<file path="src/common/pipe_pkg.sv">
// Shared constants, opcodes and stage-to-stage structs for the pipeline
// Eight registers of XLEN bits; instruction words are always 32 bits
// The Wishbone port only reads, so the write enable is not carried
package pipe_pkg;

    // Layout of the stall, ready and hazard vectors
    localparam int NUM_STAGES = 3;
    localparam int STAGE_IF   = 0;
    localparam int STAGE_ID   = 1;
    localparam int STAGE_EX   = 2;

    // Datapath width and Wishbone word-address width
    localparam int XLEN   = 32;
    localparam int IADR_W = 16;

    typedef logic [2:0] reg_idx_t;

    typedef enum logic [3:0] {
        OP_NOP  = 4'd0,
        OP_LI   = 4'd1,
        OP_ADD  = 4'd2,
        OP_SUB  = 4'd3,
        OP_AND  = 4'd4,
        OP_XOR  = 4'd5,
        OP_MUL  = 4'd6,
        OP_HALT = 4'd7
    } opcode_e;

    // Reserved bits are ignored by decode
    typedef struct packed {
        opcode_e     op;     // 31:28
        logic        rsvd0;
        reg_idx_t    rd;     // 26:24
        logic        rsvd1;
        reg_idx_t    rs1;    // 22:20
        logic        rsvd2;
        reg_idx_t    rs2;    // 18:16
        logic [15:0] imm;    // zero-extended by LI
    } instr_t;

    // Master side of the fetch bus
    typedef struct packed {
        logic              cyc;
        logic              stb;
        logic [IADR_W-1:0] adr;
    } wb_req_t;

    // Slave side of the fetch bus
    typedef struct packed {
        logic            ack;
        logic [XLEN-1:0] dat;
    } wb_rsp_t;

    typedef struct packed {
        logic   valid;
        instr_t instr;
    } fetch_out_t;

    typedef struct packed {
        logic            valid;
        opcode_e         op;
        reg_idx_t        rd;
        logic            wr;
        logic [XLEN-1:0] a;
        logic [XLEN-1:0] b;
    } dec_out_t;

    // Destination of the instruction now in execute
    typedef struct packed {
        logic     valid;
        reg_idx_t rd;
    } dest_t;

    typedef struct packed {
        logic            valid;
        reg_idx_t        rd;
        logic [XLEN-1:0] value;
    } retire_t;

endpackage

</file>
<file path="src/decode/decode_stage.sv">
// Decode stage: fetch-to-decode register, operand read and RAW hazard check
// No forwarding from execute, a source matching ex_dest raises the hazard
// Results reach decode one cycle after execute via the register file bypass
// Reset opens the register file write port for the clear sweep from execute
`timescale 1ns/1ps

module decode_stage
    import pipe_pkg::*;
(
    input  logic       clk,
    input  logic       rst,
    input  fetch_out_t fetch_in,
    input  logic       stall_if,
    input  logic       stall_id,
    input  dest_t      ex_dest,
    input  retire_t    wr,
    output dec_out_t   dec_out,
    output logic       hazard
);

    fetch_out_t      fd_q;
    opcode_e         op;
    logic            uses_src;
    logic            writes_rd;
    logic [XLEN-1:0] rd1;
    logic [XLEN-1:0] rd2;
    retire_t         rf_wr;

    always_ff @(posedge clk) begin
        if (rst) begin
            fd_q.valid <= 1'b0;
        end else if (!stall_id) begin
            // Stalled fetch hands over a bubble
            fd_q.valid <= fetch_in.valid && !stall_if;
        end
        if (!stall_id) begin
            fd_q.instr <= fetch_in.instr;
        end
    end

    assign op = fd_q.instr.op;

    // Source use and register write per opcode
    always_comb begin
        uses_src  = 1'b0;
        writes_rd = 1'b0;
        case (op)
            OP_LI: writes_rd = 1'b1;
            OP_ADD, OP_SUB, OP_AND, OP_XOR, OP_MUL: begin
                uses_src  = 1'b1;
                writes_rd = 1'b1;
            end
            default: uses_src = 1'b0;
        endcase
    end

    always_comb begin
        rf_wr       = wr;
        rf_wr.valid = wr.valid || rst;
    end

    reg_file u_reg_file (
        .clk (clk),
        .rs1 (fd_q.instr.rs1),
        .rs2 (fd_q.instr.rs2),
        .rd1 (rd1),
        .rd2 (rd2),
        .wr  (rf_wr)
    );

    assign dec_out.valid = fd_q.valid;
    assign dec_out.op    = op;
    assign dec_out.rd    = fd_q.instr.rd;
    assign dec_out.wr    = writes_rd;
    assign dec_out.a     = rd1;
    // LI carries its zero-extended immediate as the second operand
    assign dec_out.b     = (op == OP_LI) ? {{(XLEN-16){1'b0}}, fd_q.instr.imm} : rd2;

    // Unforwardable RAW on the instruction sitting in execute
    assign hazard = fd_q.valid && uses_src && ex_dest.valid &&
                    (fd_q.instr.rs1 == ex_dest.rd || fd_q.instr.rs2 == ex_dest.rd);

endmodule

</file>
<file path="src/execute/exec_stage.sv">
// Execute stage: decode-to-execute register, ALU, multiplier, writeback register
// MUL_STEP is 1, 2, 4 or 8; a MUL spends XLEN/MUL_STEP cycles in execute
// Results are modulo 2**XLEN, MUL keeps the low XLEN bits of the product
// In reset the writeback register sweeps rd with zero data to clear registers
`timescale 1ns/1ps

module exec_stage
    import pipe_pkg::*;
#(
    parameter int MUL_STEP = 4
) (
    input  logic     clk,
    input  logic     rst,
    input  dec_out_t dec_in,
    input  logic     stall_id,
    input  logic     stall_ex,
    output logic     ready,
    output dest_t    ex_dest,
    output retire_t  retire,
    output logic     halted
);

    localparam int MUL_CYC = XLEN / MUL_STEP;
    localparam int CNT_W   = $clog2(MUL_CYC);

    typedef enum logic {
        S_IDLE,
        S_MUL
    } mul_state_e;

    dec_out_t         ex_q;
    mul_state_e       state;
    logic [CNT_W-1:0] cnt_q;
    logic [XLEN-1:0]  acc_q;
    logic [XLEN-1:0]  mcand_q;
    logic [XLEN-1:0]  mplier_q;
    logic [XLEN-1:0]  cur_acc;
    logic [XLEN-1:0]  cur_mcand;
    logic [XLEN-1:0]  cur_mplier;
    logic [XLEN-1:0]  step_acc;
    logic [XLEN-1:0]  result;
    logic             is_mul;
    logic             mul_last;
    logic             leave;
    logic             rst_q;

    always_ff @(posedge clk) begin
        if (!stall_ex) begin
            ex_q <= dec_in;
        end
        if (rst) begin
            ex_q.valid <= 1'b0;
        end else if (!stall_ex) begin
            ex_q.valid <= dec_in.valid && !stall_id;
        end
    end

    assign is_mul   = ex_q.valid && ex_q.op == OP_MUL;
    assign mul_last = (state == S_MUL) && (cnt_q == CNT_W'(MUL_CYC - 1));
    assign leave    = ex_q.valid && !stall_ex;
    // Not ready mid-multiply, and while the reset clear sweep runs
    assign ready    = !rst_q && !(is_mul && !mul_last);

    assign ex_dest.valid = ex_q.valid && ex_q.wr;
    assign ex_dest.rd    = ex_q.rd;

    // One shift-add step, the first one taken straight from the operands
    always_comb begin
        cur_acc    = (state == S_IDLE) ? '0 : acc_q;
        cur_mcand  = (state == S_IDLE) ? ex_q.a : mcand_q;
        cur_mplier = (state == S_IDLE) ? ex_q.b : mplier_q;
        step_acc   = cur_acc;
        for (int i = 0; i < MUL_STEP; i++) begin
            if (cur_mplier[i]) begin
                step_acc = step_acc + (cur_mcand << i);
            end
        end
    end

    always_ff @(posedge clk) begin
        if (rst) begin
            state <= S_IDLE;
            cnt_q <= '0;
        end else if (state == S_IDLE) begin
            if (is_mul) begin
                state <= S_MUL;
                cnt_q <= CNT_W'(1);
            end
        end else if (mul_last) begin
            state <= S_IDLE;
        end else begin
            cnt_q <= cnt_q + 1'b1;
        end
        acc_q    <= step_acc;
        mcand_q  <= cur_mcand << MUL_STEP;
        mplier_q <= cur_mplier >> MUL_STEP;
    end

    always_comb begin
        case (ex_q.op)
            OP_LI:   result = ex_q.b;
            OP_ADD:  result = ex_q.a + ex_q.b;
            OP_SUB:  result = ex_q.a - ex_q.b;
            OP_AND:  result = ex_q.a & ex_q.b;
            OP_XOR:  result = ex_q.a ^ ex_q.b;
            OP_MUL:  result = step_acc;
            default: result = '0;
        endcase
    end

    // Writeback register, retire feeds the register file on the next edge
    always_ff @(posedge clk) begin
        rst_q <= rst;
        if (rst) begin
            retire.valid <= 1'b0;
            retire.value <= '0;
            halted       <= 1'b0;
            // Sweep index restarts at zero on the first reset edge
            if (rst_q) begin
                retire.rd <= retire.rd + 1'b1;
            end else begin
                retire.rd <= '0;
            end
        end else begin
            retire.valid <= leave && ex_q.wr;
            retire.rd    <= ex_q.rd;
            retire.value <= result;
            if (leave && ex_q.op == OP_HALT) begin
                halted <= 1'b1;
            end
        end
    end

endmodule

</file>
<file path="src/fetch/fetch_unit.sv">
// Wishbone classic fetch master, read cycles only, one request at a time
// Word addresses count up by one from FETCH_BASE, there are no branches
// A new request starts only when the holding buffer is empty or draining
// After a HALT word is fetched no further requests are made until reset
`timescale 1ns/1ps

module fetch_unit
    import pipe_pkg::*;
#(
    parameter logic [IADR_W-1:0] FETCH_BASE = '0
) (
    input  logic       clk,
    input  logic       rst,
    output wb_req_t    wb_req,
    input  wb_rsp_t    wb_rsp,
    input  logic       stall_if,
    input  logic       id_stall,
    output logic       ready,
    output fetch_out_t fetch_out
);

    typedef enum logic [1:0] {
        S_IDLE,
        S_REQ,
        S_HALTED
    } fetch_state_e;

    fetch_state_e      state;
    logic [IADR_W-1:0] adr_q;
    logic              buf_valid;
    instr_t            buf_instr;
    instr_t            rsp_instr;
    logic              buf_free;
    logic              take;

    assign rsp_instr = wb_rsp.dat;
    assign take      = (state == S_REQ) && wb_rsp.ack;

    // Buffer empty, or its word moves into decode on this edge
    assign buf_free = !buf_valid || !id_stall;

    always_ff @(posedge clk) begin
        if (rst) begin
            state <= S_IDLE;
            adr_q <= FETCH_BASE;
        end else begin
            case (state)
                S_IDLE: begin
                    if (buf_free) begin
                        state <= S_REQ;
                    end
                end
                S_REQ: begin
                    // cyc and stb drop on the edge after ack
                    if (wb_rsp.ack) begin
                        adr_q <= adr_q + 1'b1;
                        state <= (rsp_instr.op == OP_HALT) ? S_HALTED : S_IDLE;
                    end
                end
                default: state <= S_HALTED;
            endcase
        end
    end

    // Holding buffer, ack and drain never fall in the same cycle
    always_ff @(posedge clk) begin
        if (rst) begin
            buf_valid <= 1'b0;
        end else if (take) begin
            buf_valid <= 1'b1;
        end else if (!stall_if) begin
            buf_valid <= 1'b0;
        end
        if (take) begin
            buf_instr <= rsp_instr;
        end
    end

    assign wb_req.cyc = (state == S_REQ);
    assign wb_req.stb = (state == S_REQ);
    assign wb_req.adr = adr_q;

    // Fetch counts as ready once it holds a word
    assign ready           = buf_valid;
    assign fetch_out.valid = buf_valid;
    assign fetch_out.instr = buf_instr;

endmodule

</file>
<file path="src/pipe_top.sv">
// Top level of the three-stage pipeline: fetch, decode and execute
// Instructions come in over a read-only Wishbone classic port
// retire pulses once per instruction that writes a register
// halted stays high from the cycle after HALT leaves execute until reset
`timescale 1ns/1ps

module pipe_top
    import pipe_pkg::*;
#(
    parameter logic [IADR_W-1:0] FETCH_BASE = '0,
    parameter int                MUL_STEP   = 4
) (
    input  logic    clk,
    input  logic    rst,
    output wb_req_t wb_req,
    input  wb_rsp_t wb_rsp,
    output retire_t retire,
    output logic    halted
);

    logic [NUM_STAGES-1:0] stage_ready;
    logic [NUM_STAGES-1:0] hazard;
    logic [NUM_STAGES-1:0] stage_stall;
    logic                  if_ready;
    logic                  ex_ready;
    logic                  id_hazard;
    fetch_out_t            fetch_out;
    dec_out_t              dec_out;
    dest_t                 ex_dest;

    // Decode is always ready, only its hazard can hold it
    assign stage_ready = {ex_ready, 1'b1, if_ready};
    assign hazard      = {1'b0, id_hazard, 1'b0};

    stall_ctrl u_stall_ctrl (
        .clk         (clk),
        .rst         (rst),
        .stage_ready (stage_ready),
        .hazard      (hazard),
        .stage_stall (stage_stall)
    );

    fetch_unit #(.FETCH_BASE(FETCH_BASE)) u_fetch (
        .clk       (clk),
        .rst       (rst),
        .wb_req    (wb_req),
        .wb_rsp    (wb_rsp),
        .stall_if  (stage_stall[STAGE_IF]),
        .id_stall  (stage_stall[STAGE_ID]),
        .ready     (if_ready),
        .fetch_out (fetch_out)
    );

    decode_stage u_decode (
        .clk      (clk),
        .rst      (rst),
        .fetch_in (fetch_out),
        .stall_if (stage_stall[STAGE_IF]),
        .stall_id (stage_stall[STAGE_ID]),
        .ex_dest  (ex_dest),
        .wr       (retire),
        .dec_out  (dec_out),
        .hazard   (id_hazard)
    );

    exec_stage #(.MUL_STEP(MUL_STEP)) u_exec (
        .clk      (clk),
        .rst      (rst),
        .dec_in   (dec_out),
        .stall_id (stage_stall[STAGE_ID]),
        .stall_ex (stage_stall[STAGE_EX]),
        .ready    (ex_ready),
        .ex_dest  (ex_dest),
        .retire   (retire),
        .halted   (halted)
    );

endmodule

</file>
<file path="src/reg_file.sv">
// Eight-entry register file, two read ports and one write port
// Reads are combinational; a read of the entry being written sees the new value
// No reset of its own, cleared through the write port during reset
`timescale 1ns/1ps

module reg_file
    import pipe_pkg::*;
(
    input  logic            clk,
    input  reg_idx_t        rs1,
    input  reg_idx_t        rs2,
    output logic [XLEN-1:0] rd1,
    output logic [XLEN-1:0] rd2,
    input  retire_t         wr
);

    localparam int NUM_REGS = 2 ** $bits(reg_idx_t);

    logic [XLEN-1:0] regs [NUM_REGS];

    always_ff @(posedge clk) begin
        if (wr.valid) begin
            regs[wr.rd] <= wr.value;
        end
    end

    // Write-through bypass, the only forwarding path in the pipeline
    assign rd1 = (wr.valid && wr.rd == rs1) ? wr.value : regs[rs1];
    assign rd2 = (wr.valid && wr.rd == rs2) ? wr.value : regs[rs2];

endmodule

</file>
<file path="src/stall_ctrl.sv">
// Stall controller for the three-stage pipeline
// Purely combinational; a stage stalls when it is not ready or has a hazard
// Stalls propagate backward so no stage overwrites a held one
// clk and rst only serve the bound assertion checker
`timescale 1ns/1ps

module stall_ctrl
    import pipe_pkg::*;
(
    // Used by the bound checker only
    input  logic                  clk,
    input  logic                  rst,

    input  logic [NUM_STAGES-1:0] stage_ready,
    input  logic [NUM_STAGES-1:0] hazard,
    output logic [NUM_STAGES-1:0] stage_stall
);

    // Stall that a stage raises on its own
    logic [NUM_STAGES-1:0] direct_stall;

    // Hazards here are the ones that no forwarding path can resolve
    assign direct_stall = ~stage_ready | hazard;

    always_comb begin
        // Execute is last, so nothing behind it can hold it
        stage_stall[NUM_STAGES-1] = direct_stall[NUM_STAGES-1];

        // Every earlier stage also stalls when the one after it stalls
        for (int i = NUM_STAGES - 2; i >= 0; i--) begin
            stage_stall[i] = stage_stall[i+1] | direct_stall[i];
        end
    end

    // Examples with ID always ready:
    //   EX busy in a MUL     -> stall = 3'b111
    //   hazard in ID only    -> stall = 3'b011
    //   fetch buffer empty   -> stall = 3'b001

endmodule
</file>
<file path="config.mk">
export PLATFORM = sky130hd
export DESIGN_NAME = pipe_top
export DESIGN_NICKNAME = d
export VERILOG_FILES = /design/src/common/pipe_pkg.sv /design/src/decode/decode_stage.sv /design/src/execute/exec_stage.sv /design/src/fetch/fetch_unit.sv /design/src/pipe_top.sv /design/src/reg_file.sv /design/src/stall_ctrl.sv
export SDC_FILE = /design/constraint.sdc
export NUM_CORES = 1
export LEC_CHECK = 0
export ABC_CLOCK_PERIOD_IN_PS = 10700
export BUFFER_PORTS_ARGS = -buffer_cell sky130_fd_sc_hd__buf_2
export CAP_MARGIN = 20
export CELL_PAD_IN_SITES_DETAIL_PLACEMENT = 1
export CELL_PAD_IN_SITES_GLOBAL_PLACEMENT = 2
export CORE_UTILIZATION = 44
export DETAILED_ROUTE_END_ITERATION = 8
export PLACE_DENSITY_LB_ADDON = 0.1
export SLEW_MARGIN = 20
export SYNTH_ARGS = -nofsm -noshare
export SYNTH_HDL_FRONTEND = slang
export SYNTH_HIERARCHICAL = 1
export SYNTH_SLANG_ARGS = --single-unit
</file>
<file path="constraint.sdc">
create_clock -name clk -period 10.7 [get_ports clk]
set_input_delay 1.07 -clock clk [delete_from_list [all_inputs] [get_ports clk]]
set_output_delay 1.07 -clock clk [all_outputs]
set_load 0.01 [all_outputs]
</file>
After elaboration in Yosys (flattened, before gate mapping). Memory sizes are Yosys's and may differ from the RTL's. A register that Yosys moved wholly into a read port is not among the register bits. Cells that the tools add are included. W data, S select, Z words.

Add/subtract/negate cells: 9. Equality and inequality tests: 23. Multiplexer cells: 30. Bitwise gates (word level): 6. Reductions and logical operators: 33.

Operator list (count): $mux W32 (7); $pmux W32 S6 (1); $add A32 B32 Y32 (5); $mux W35 (1); $and A32 B32 Y32 (1); $eq A4 B3 Y1 const B (8); $sub A32 B32 Y32 (1); $xor A32 B32 Y32 (1); $mux W28 (1); $add A16 B1 Y16 const B (1); $eq A4 B2 Y1 const B (4); $mux W16 (1); $logic_and A1 B1 Y1 (15); $mux W3 (5); $mux W1 (10); $eq A3 B3 Y1 (3); $eq A4 B1 Y1 const B (2); $logic_not A1 Y1 (8); $add A3 B1 Y3 const B (2); $mux W2 (3); $reduce_and A2 Y1 (3); $reduce_or A6 Y1 (1); $reduce_or A5 Y1 (1); $ne A2 B1 Y1 const B (2); other kinds (10) (14).

Register bits: 249. Bits in writable memories: 256. Input bits: 35. Output and inout bits: 55. Word-level logic and storage cells: 133. Memories: 1.

Memories: u_decode.u_reg_file.regs (depth 8, bits a word 32, read ports 2, clocked after Yosys merged registers in 2, wr ports 1, line reg_file.sv:19) `logic [XLEN-1:0] regs [NUM_REGS];`.

Logic depth before layout (Yosys ltp).
Depth after elaboration: 13. Gate-level depth with buffers: 47. Mapped depth without buffers: 41.

By module. The synthesis kept the hierarchy.

Modules (own cells, without submodules): exec_stage (instances 1, cells each 2066, area each 17391.7 µm², seq. area each 4784.6 µm²); reg_file (instances 1, cells each 577, area each 12575.8 µm², seq. area each 7687.4 µm²); fetch_unit (instances 1, cells each 132, area each 1846.8 µm², seq. area each 1341.3 µm²); decode_stage (instances 1, cells each 94, area each 1415.1 µm², seq. area each 890.9 µm²); stall_ctrl (instances 1, cells each 3, area each 43.8 µm², seq. area each 0.0 µm²); pipe_top (instances 1, cells each 2, area each 7.5 µm², seq. area each 0.0 µm²).

Worst setup path after synthesis. Ideal clock, no wire load.

Path type: register -> register. From: register u_exec.state. To: register u_exec/retire[31] (netlist name). Library setup time: 0.120 ns. Data arrival time: 9.791 ns. Data required time: 10.580 ns. Slack: 0.789 ns. Cell stages (with the launch flop): 45. Buffers on the path: 6. Period minus slack after synthesis: 9.911 ns. Cells stage by stage: dfxtp_1 -> clkbuf_1 -> clkbuf_1 -> clkbuf_1 -> clkbuf_1 -> buf_1 -> buf_1 -> mux2_2 -> ha_1 -> a21o_1 -> and4_1 -> o21a_1 -> o21a_1 -> o21ba_2 -> or3_1 -> a32o_1 -> ha_1 -> a21o_1 -> (+9 left out) -> nor2_1 -> and2_1 -> o2111ai_1 -> a2111oi_0 -> nor2_1 -> xnor2_1 -> mux2_2 -> ha_1 -> a21o_1 -> a21o_1 -> a21o_1 -> a21oi_1 -> nor4_1 -> a22oi_1 -> o41ai_1 -> xnor2_1 -> nor3_1 -> a211o_1.

Cells in the longest elaborated chain, start to end: 10. Elaborated cells between the ends (all ways): 12. Classes of those cells: add/sub: 4; mux: 8.

Ends and longest elaborated chain: from (decl) (line exec_stage.sv:32) `mul_state_e state;`; from (signal assigned) (line exec_stage.sv:82) `state <= S_IDLE;`; from (signal assigned) (line exec_stage.sv:86) `state <= S_MUL;`; from (signal assigned) (line exec_stage.sv:90) `state <= S_IDLE;`; $mux W32 (*) (line exec_stage.sv:70) `cur_mcand = (state == S_IDLE) ? ex_q.a : mcand_q;`; via u_exec.cur_mcand[5] (line exec_stage.sv:38) `logic [XLEN-1:0] cur_mcand;`; $add A32 B32 Y32 (line exec_stage.sv:75) `step_acc = step_acc + (cur_mcand << i);`; $mux W32 (line exec_stage.sv:74) `if (cur_mplier[i]) begin`; $add A32 B32 Y32 (line exec_stage.sv:75); $mux W32 (line exec_stage.sv:74); $add A32 B32 Y32 (line exec_stage.sv:75); $mux W32 (line exec_stage.sv:74); $add A32 B32 Y32 (line exec_stage.sv:75); $mux W32 (*) (line exec_stage.sv:74); $pmux W32 S6 (*) (line exec_stage.sv:100) `case (ex_q.op)`.

The timed path passes the listed nets; every way through them passes the cells marked *. A chain may end at the register's enable or synchronous reset.

Worst setup path in the final report.
From: register u_exec.state. To: register u_exec/retire[31] (netlist name).

Cells in the longest elaborated chain, start to end: 10. Elaborated cells between the ends (all ways): 12. Classes of those cells: add/sub: 4; mux: 8.

Ends and longest elaborated chain (line): $mux W32 (*) (exec_stage.sv:70); via u_exec.cur_mcand[11] (exec_stage.sv:38); $add A32 B32 Y32 (exec_stage.sv:75); $mux W32 (exec_stage.sv:74); $add A32 B32 Y32 (exec_stage.sv:75); $mux W32 (exec_stage.sv:74); $add A32 B32 Y32 (exec_stage.sv:75); $mux W32 (exec_stage.sv:74); $add A32 B32 Y32 (exec_stage.sv:75); $mux W32 (*) (exec_stage.sv:74); $pmux W32 S6 (*) (exec_stage.sv:100).

Marks and branches as above.

==> flow_metrics.tcl <==
set metrics [dict create \
    status "complete, no violations" \
    fp.dieW_um 277 \
    ir_worst_vdd_mv 0.142 \
    synth_area_mm2 0.0332 \
    ant_nets 0 \
    crit_start "u_exec/state" \
    reg2reg_to "u_exec/retire[31]" \
    hpwl_um 74200 \
    final_hold_viol_count 0 \
    worstPathArrival_ns 10.54 \
    worstSetupEndpoint "u_exec/retire[31]" \
    final_common_cell "edfxtp_1" \
    fin_skew_ns 0.0669 \
    htree_levels 2 \
    p_sw_uw 1550 \
    drv_cap 0 \
    cpPeakStageDelay_ns 0.76 \
    grt_usage_pct 26.9 \
    core_area_mm2 0.0746 \
    wirelength_um 104000 \
    start_util_pct 44.5 \
    worstSetupPathType "flop to flop" \
    pwr-share-clk_pct 36.8 \
    grt_pass1_vias 25400 \
    ys_warn_count 6 \
    cp-start-kind "flop" \
    r2r_slack_ns 0.64 \
    fin_crit_sh_pct 94.0 \
    syn_to_final_growth_pct 9.64 \
    clock-sinks 537 \
    cts_tree "yes" \
    final_area_mm2 0.0364 \
    cts_buffer_depth 3 \
    max_freq_mhz 99.4 \
    finalSetupViolCount 0 \
    min_from "u_fetch/fetch_out[1]" \
    tightest_slew_ns 1.11 \
    rows 100 \
    die-area_mm2 0.0765 \
    drv_slew 0 \
    min_path_type "flop to flop" \
    grt_pass1_wl_um 158000 \
    via_per_inst 6.22 \
    cts_buffers 58 \
    slew_headroom_pct 25.9 \
    critPathSlowestCell "a2111oi_0" \
    grt_start_max_net_pins 67 \
    die_h_um 277 \
    worstPathRequired_ns 11.18 \
    r2r-start "u_exec/state" \
    synth_area_per_cell_um2 11.6 \
    num-fill-cells 7759 \
    internal-power_uw 3860 \
    place_area_mm2 0.0345 \
    gp_congestion 0.910 \
    portBuffers 86 \
    antenna_found_initial 2 \
    post_drt_wl_per_cell_um 26.6 \
    fin_crit_ns 10.06 \
    cp.depth 36 \
    clk-insertion-delay-late_ns 0.66 \
    cts_root_buf "clkbuf_16" \
    overflow 0 \
    ios 90 \
    power_uw 5410 \
    rsz0062_at_grt "false" \
    vias 24400 \
    path_buf_inv 1 \
    worst-r2r-cell-count 36 \
    netlist_instances 2871 \
    path_clk_slew_ns 0.06 \
    drive_above_1_share_pct 19.9 \
    endpoint_kind "flop" \
    p_leak_uw 0.0139 \
    final_cell_mix "386 x edfxtp_1, 203 x a21oi_1, 201 x nand2_1, 199 x mux2_2, 183 x ha_1" \
    cp_common_cell "ha_1" \
    sw_frac_of_total_pct 28.7 \
    combPwrFrac_pct 18.9 \
    dr.pass1.iters 5 \
    p_per_area_mw_per_mm2 149 \
    crit_fanout 24 \
    fin_tns_setup_ns 0 \
    num-nets-final 3132 \
    drc 0 \
    seq_power_share_pct 44.4 \
    cp_top_family "compound AO/OA/AOI/OAI gates" \
    drt_iter0_markers 1728 \
]
[stage by stage]
step	utilization, %	setup slack, ns	cells	hold WS (ns)
floorplan	-	0.789	2873	0.400
global placement	46.2	0.545	3818	0.401
detailed placement	46.2	0.444	3818	0.405
CTS	48.7	0.341	3928	0.419
global route	48.8	0.0225	3930	0.424
finish	48.8	0.641	3930	0.417
[flip-flops by register name, summed over array words and instances (netlist names), 4 cells and up]
name                      count
u_exec/acc_q                 32
u_exec/retire                36
u_fetch/adr_q                16
u_decode/u_reg_file/regs    256
u_exec/mcand_q               28
u_decode/op                   4
u_exec/mplier_q              28
u_exec/ex_q                  70
u_decode/fd_q                22
u_fetch/fetch_out            29
u_decode/dec_out              4
[timing repair]
action,4_1_cts,5_1_grt
gates resized for setup,0,2
buffers inserted,0,1
setup endpoints to repair,0,5
hold buffers,0,0
[worst min-delay path by stage]
stage          depth (start not counted)                   end
5_1_grt                                0     u_decode/fd_q[17]
2_1_floorplan                          0  u_decode/dec_out[65]
6_report                               0      u_decode/fd_q[1]
3_3_place_gp                           0        u_decode/op[3]
4_1_cts                                0      u_decode/fd_q[1]
3_5_place_dp                           0        u_decode/op[3]
[power groups by stage]
stage          registers [uW]  clock network [uW]  logic [uW]
4_1_cts                  2400                2040        1010
2_1_floorplan            2410                   0         741
3_3_place_gp             2440                   0         977
3_5_place_dp             2440                   0        1000
5_1_grt                  2410                2100        1120
6_report                 2400                1990        1020
[routing by layer]
metal | GRT usage, % | part of all wire [%] | wire, um | vias up
li1 | - | - | - | 11200
met4 | 5.88 | 1.9 | 1970 | 0
met5 | 0 | 0 | 0 | -
met3 | 2.74 | 4.3 | 4470 | 125
met2 | 44.0 | 47 | 49300 | 586
met1 | 38.5 | 47 | 48700 | 12600
[final cells by class]
type | instances | area, um^2 | share of cell area [%]
Antenna cell | 1 | 2.50 | 0.00688
Timing Repair Buffer | 126 | 751 | 2.06
Multi-Input combinational cell | 2098 | 17600 | 48.3
Tap cell | 969 | 1210 | 3.33
Sequential cell | 537 | 14600 | 40.2
Inverter | 89 | 334 | 0.918
Clock buffer | 80 | 1580 | 4.35
Clock inverter | 30 | 302 | 0.829
No activity file was read; power rests on OpenSTA's default activity.
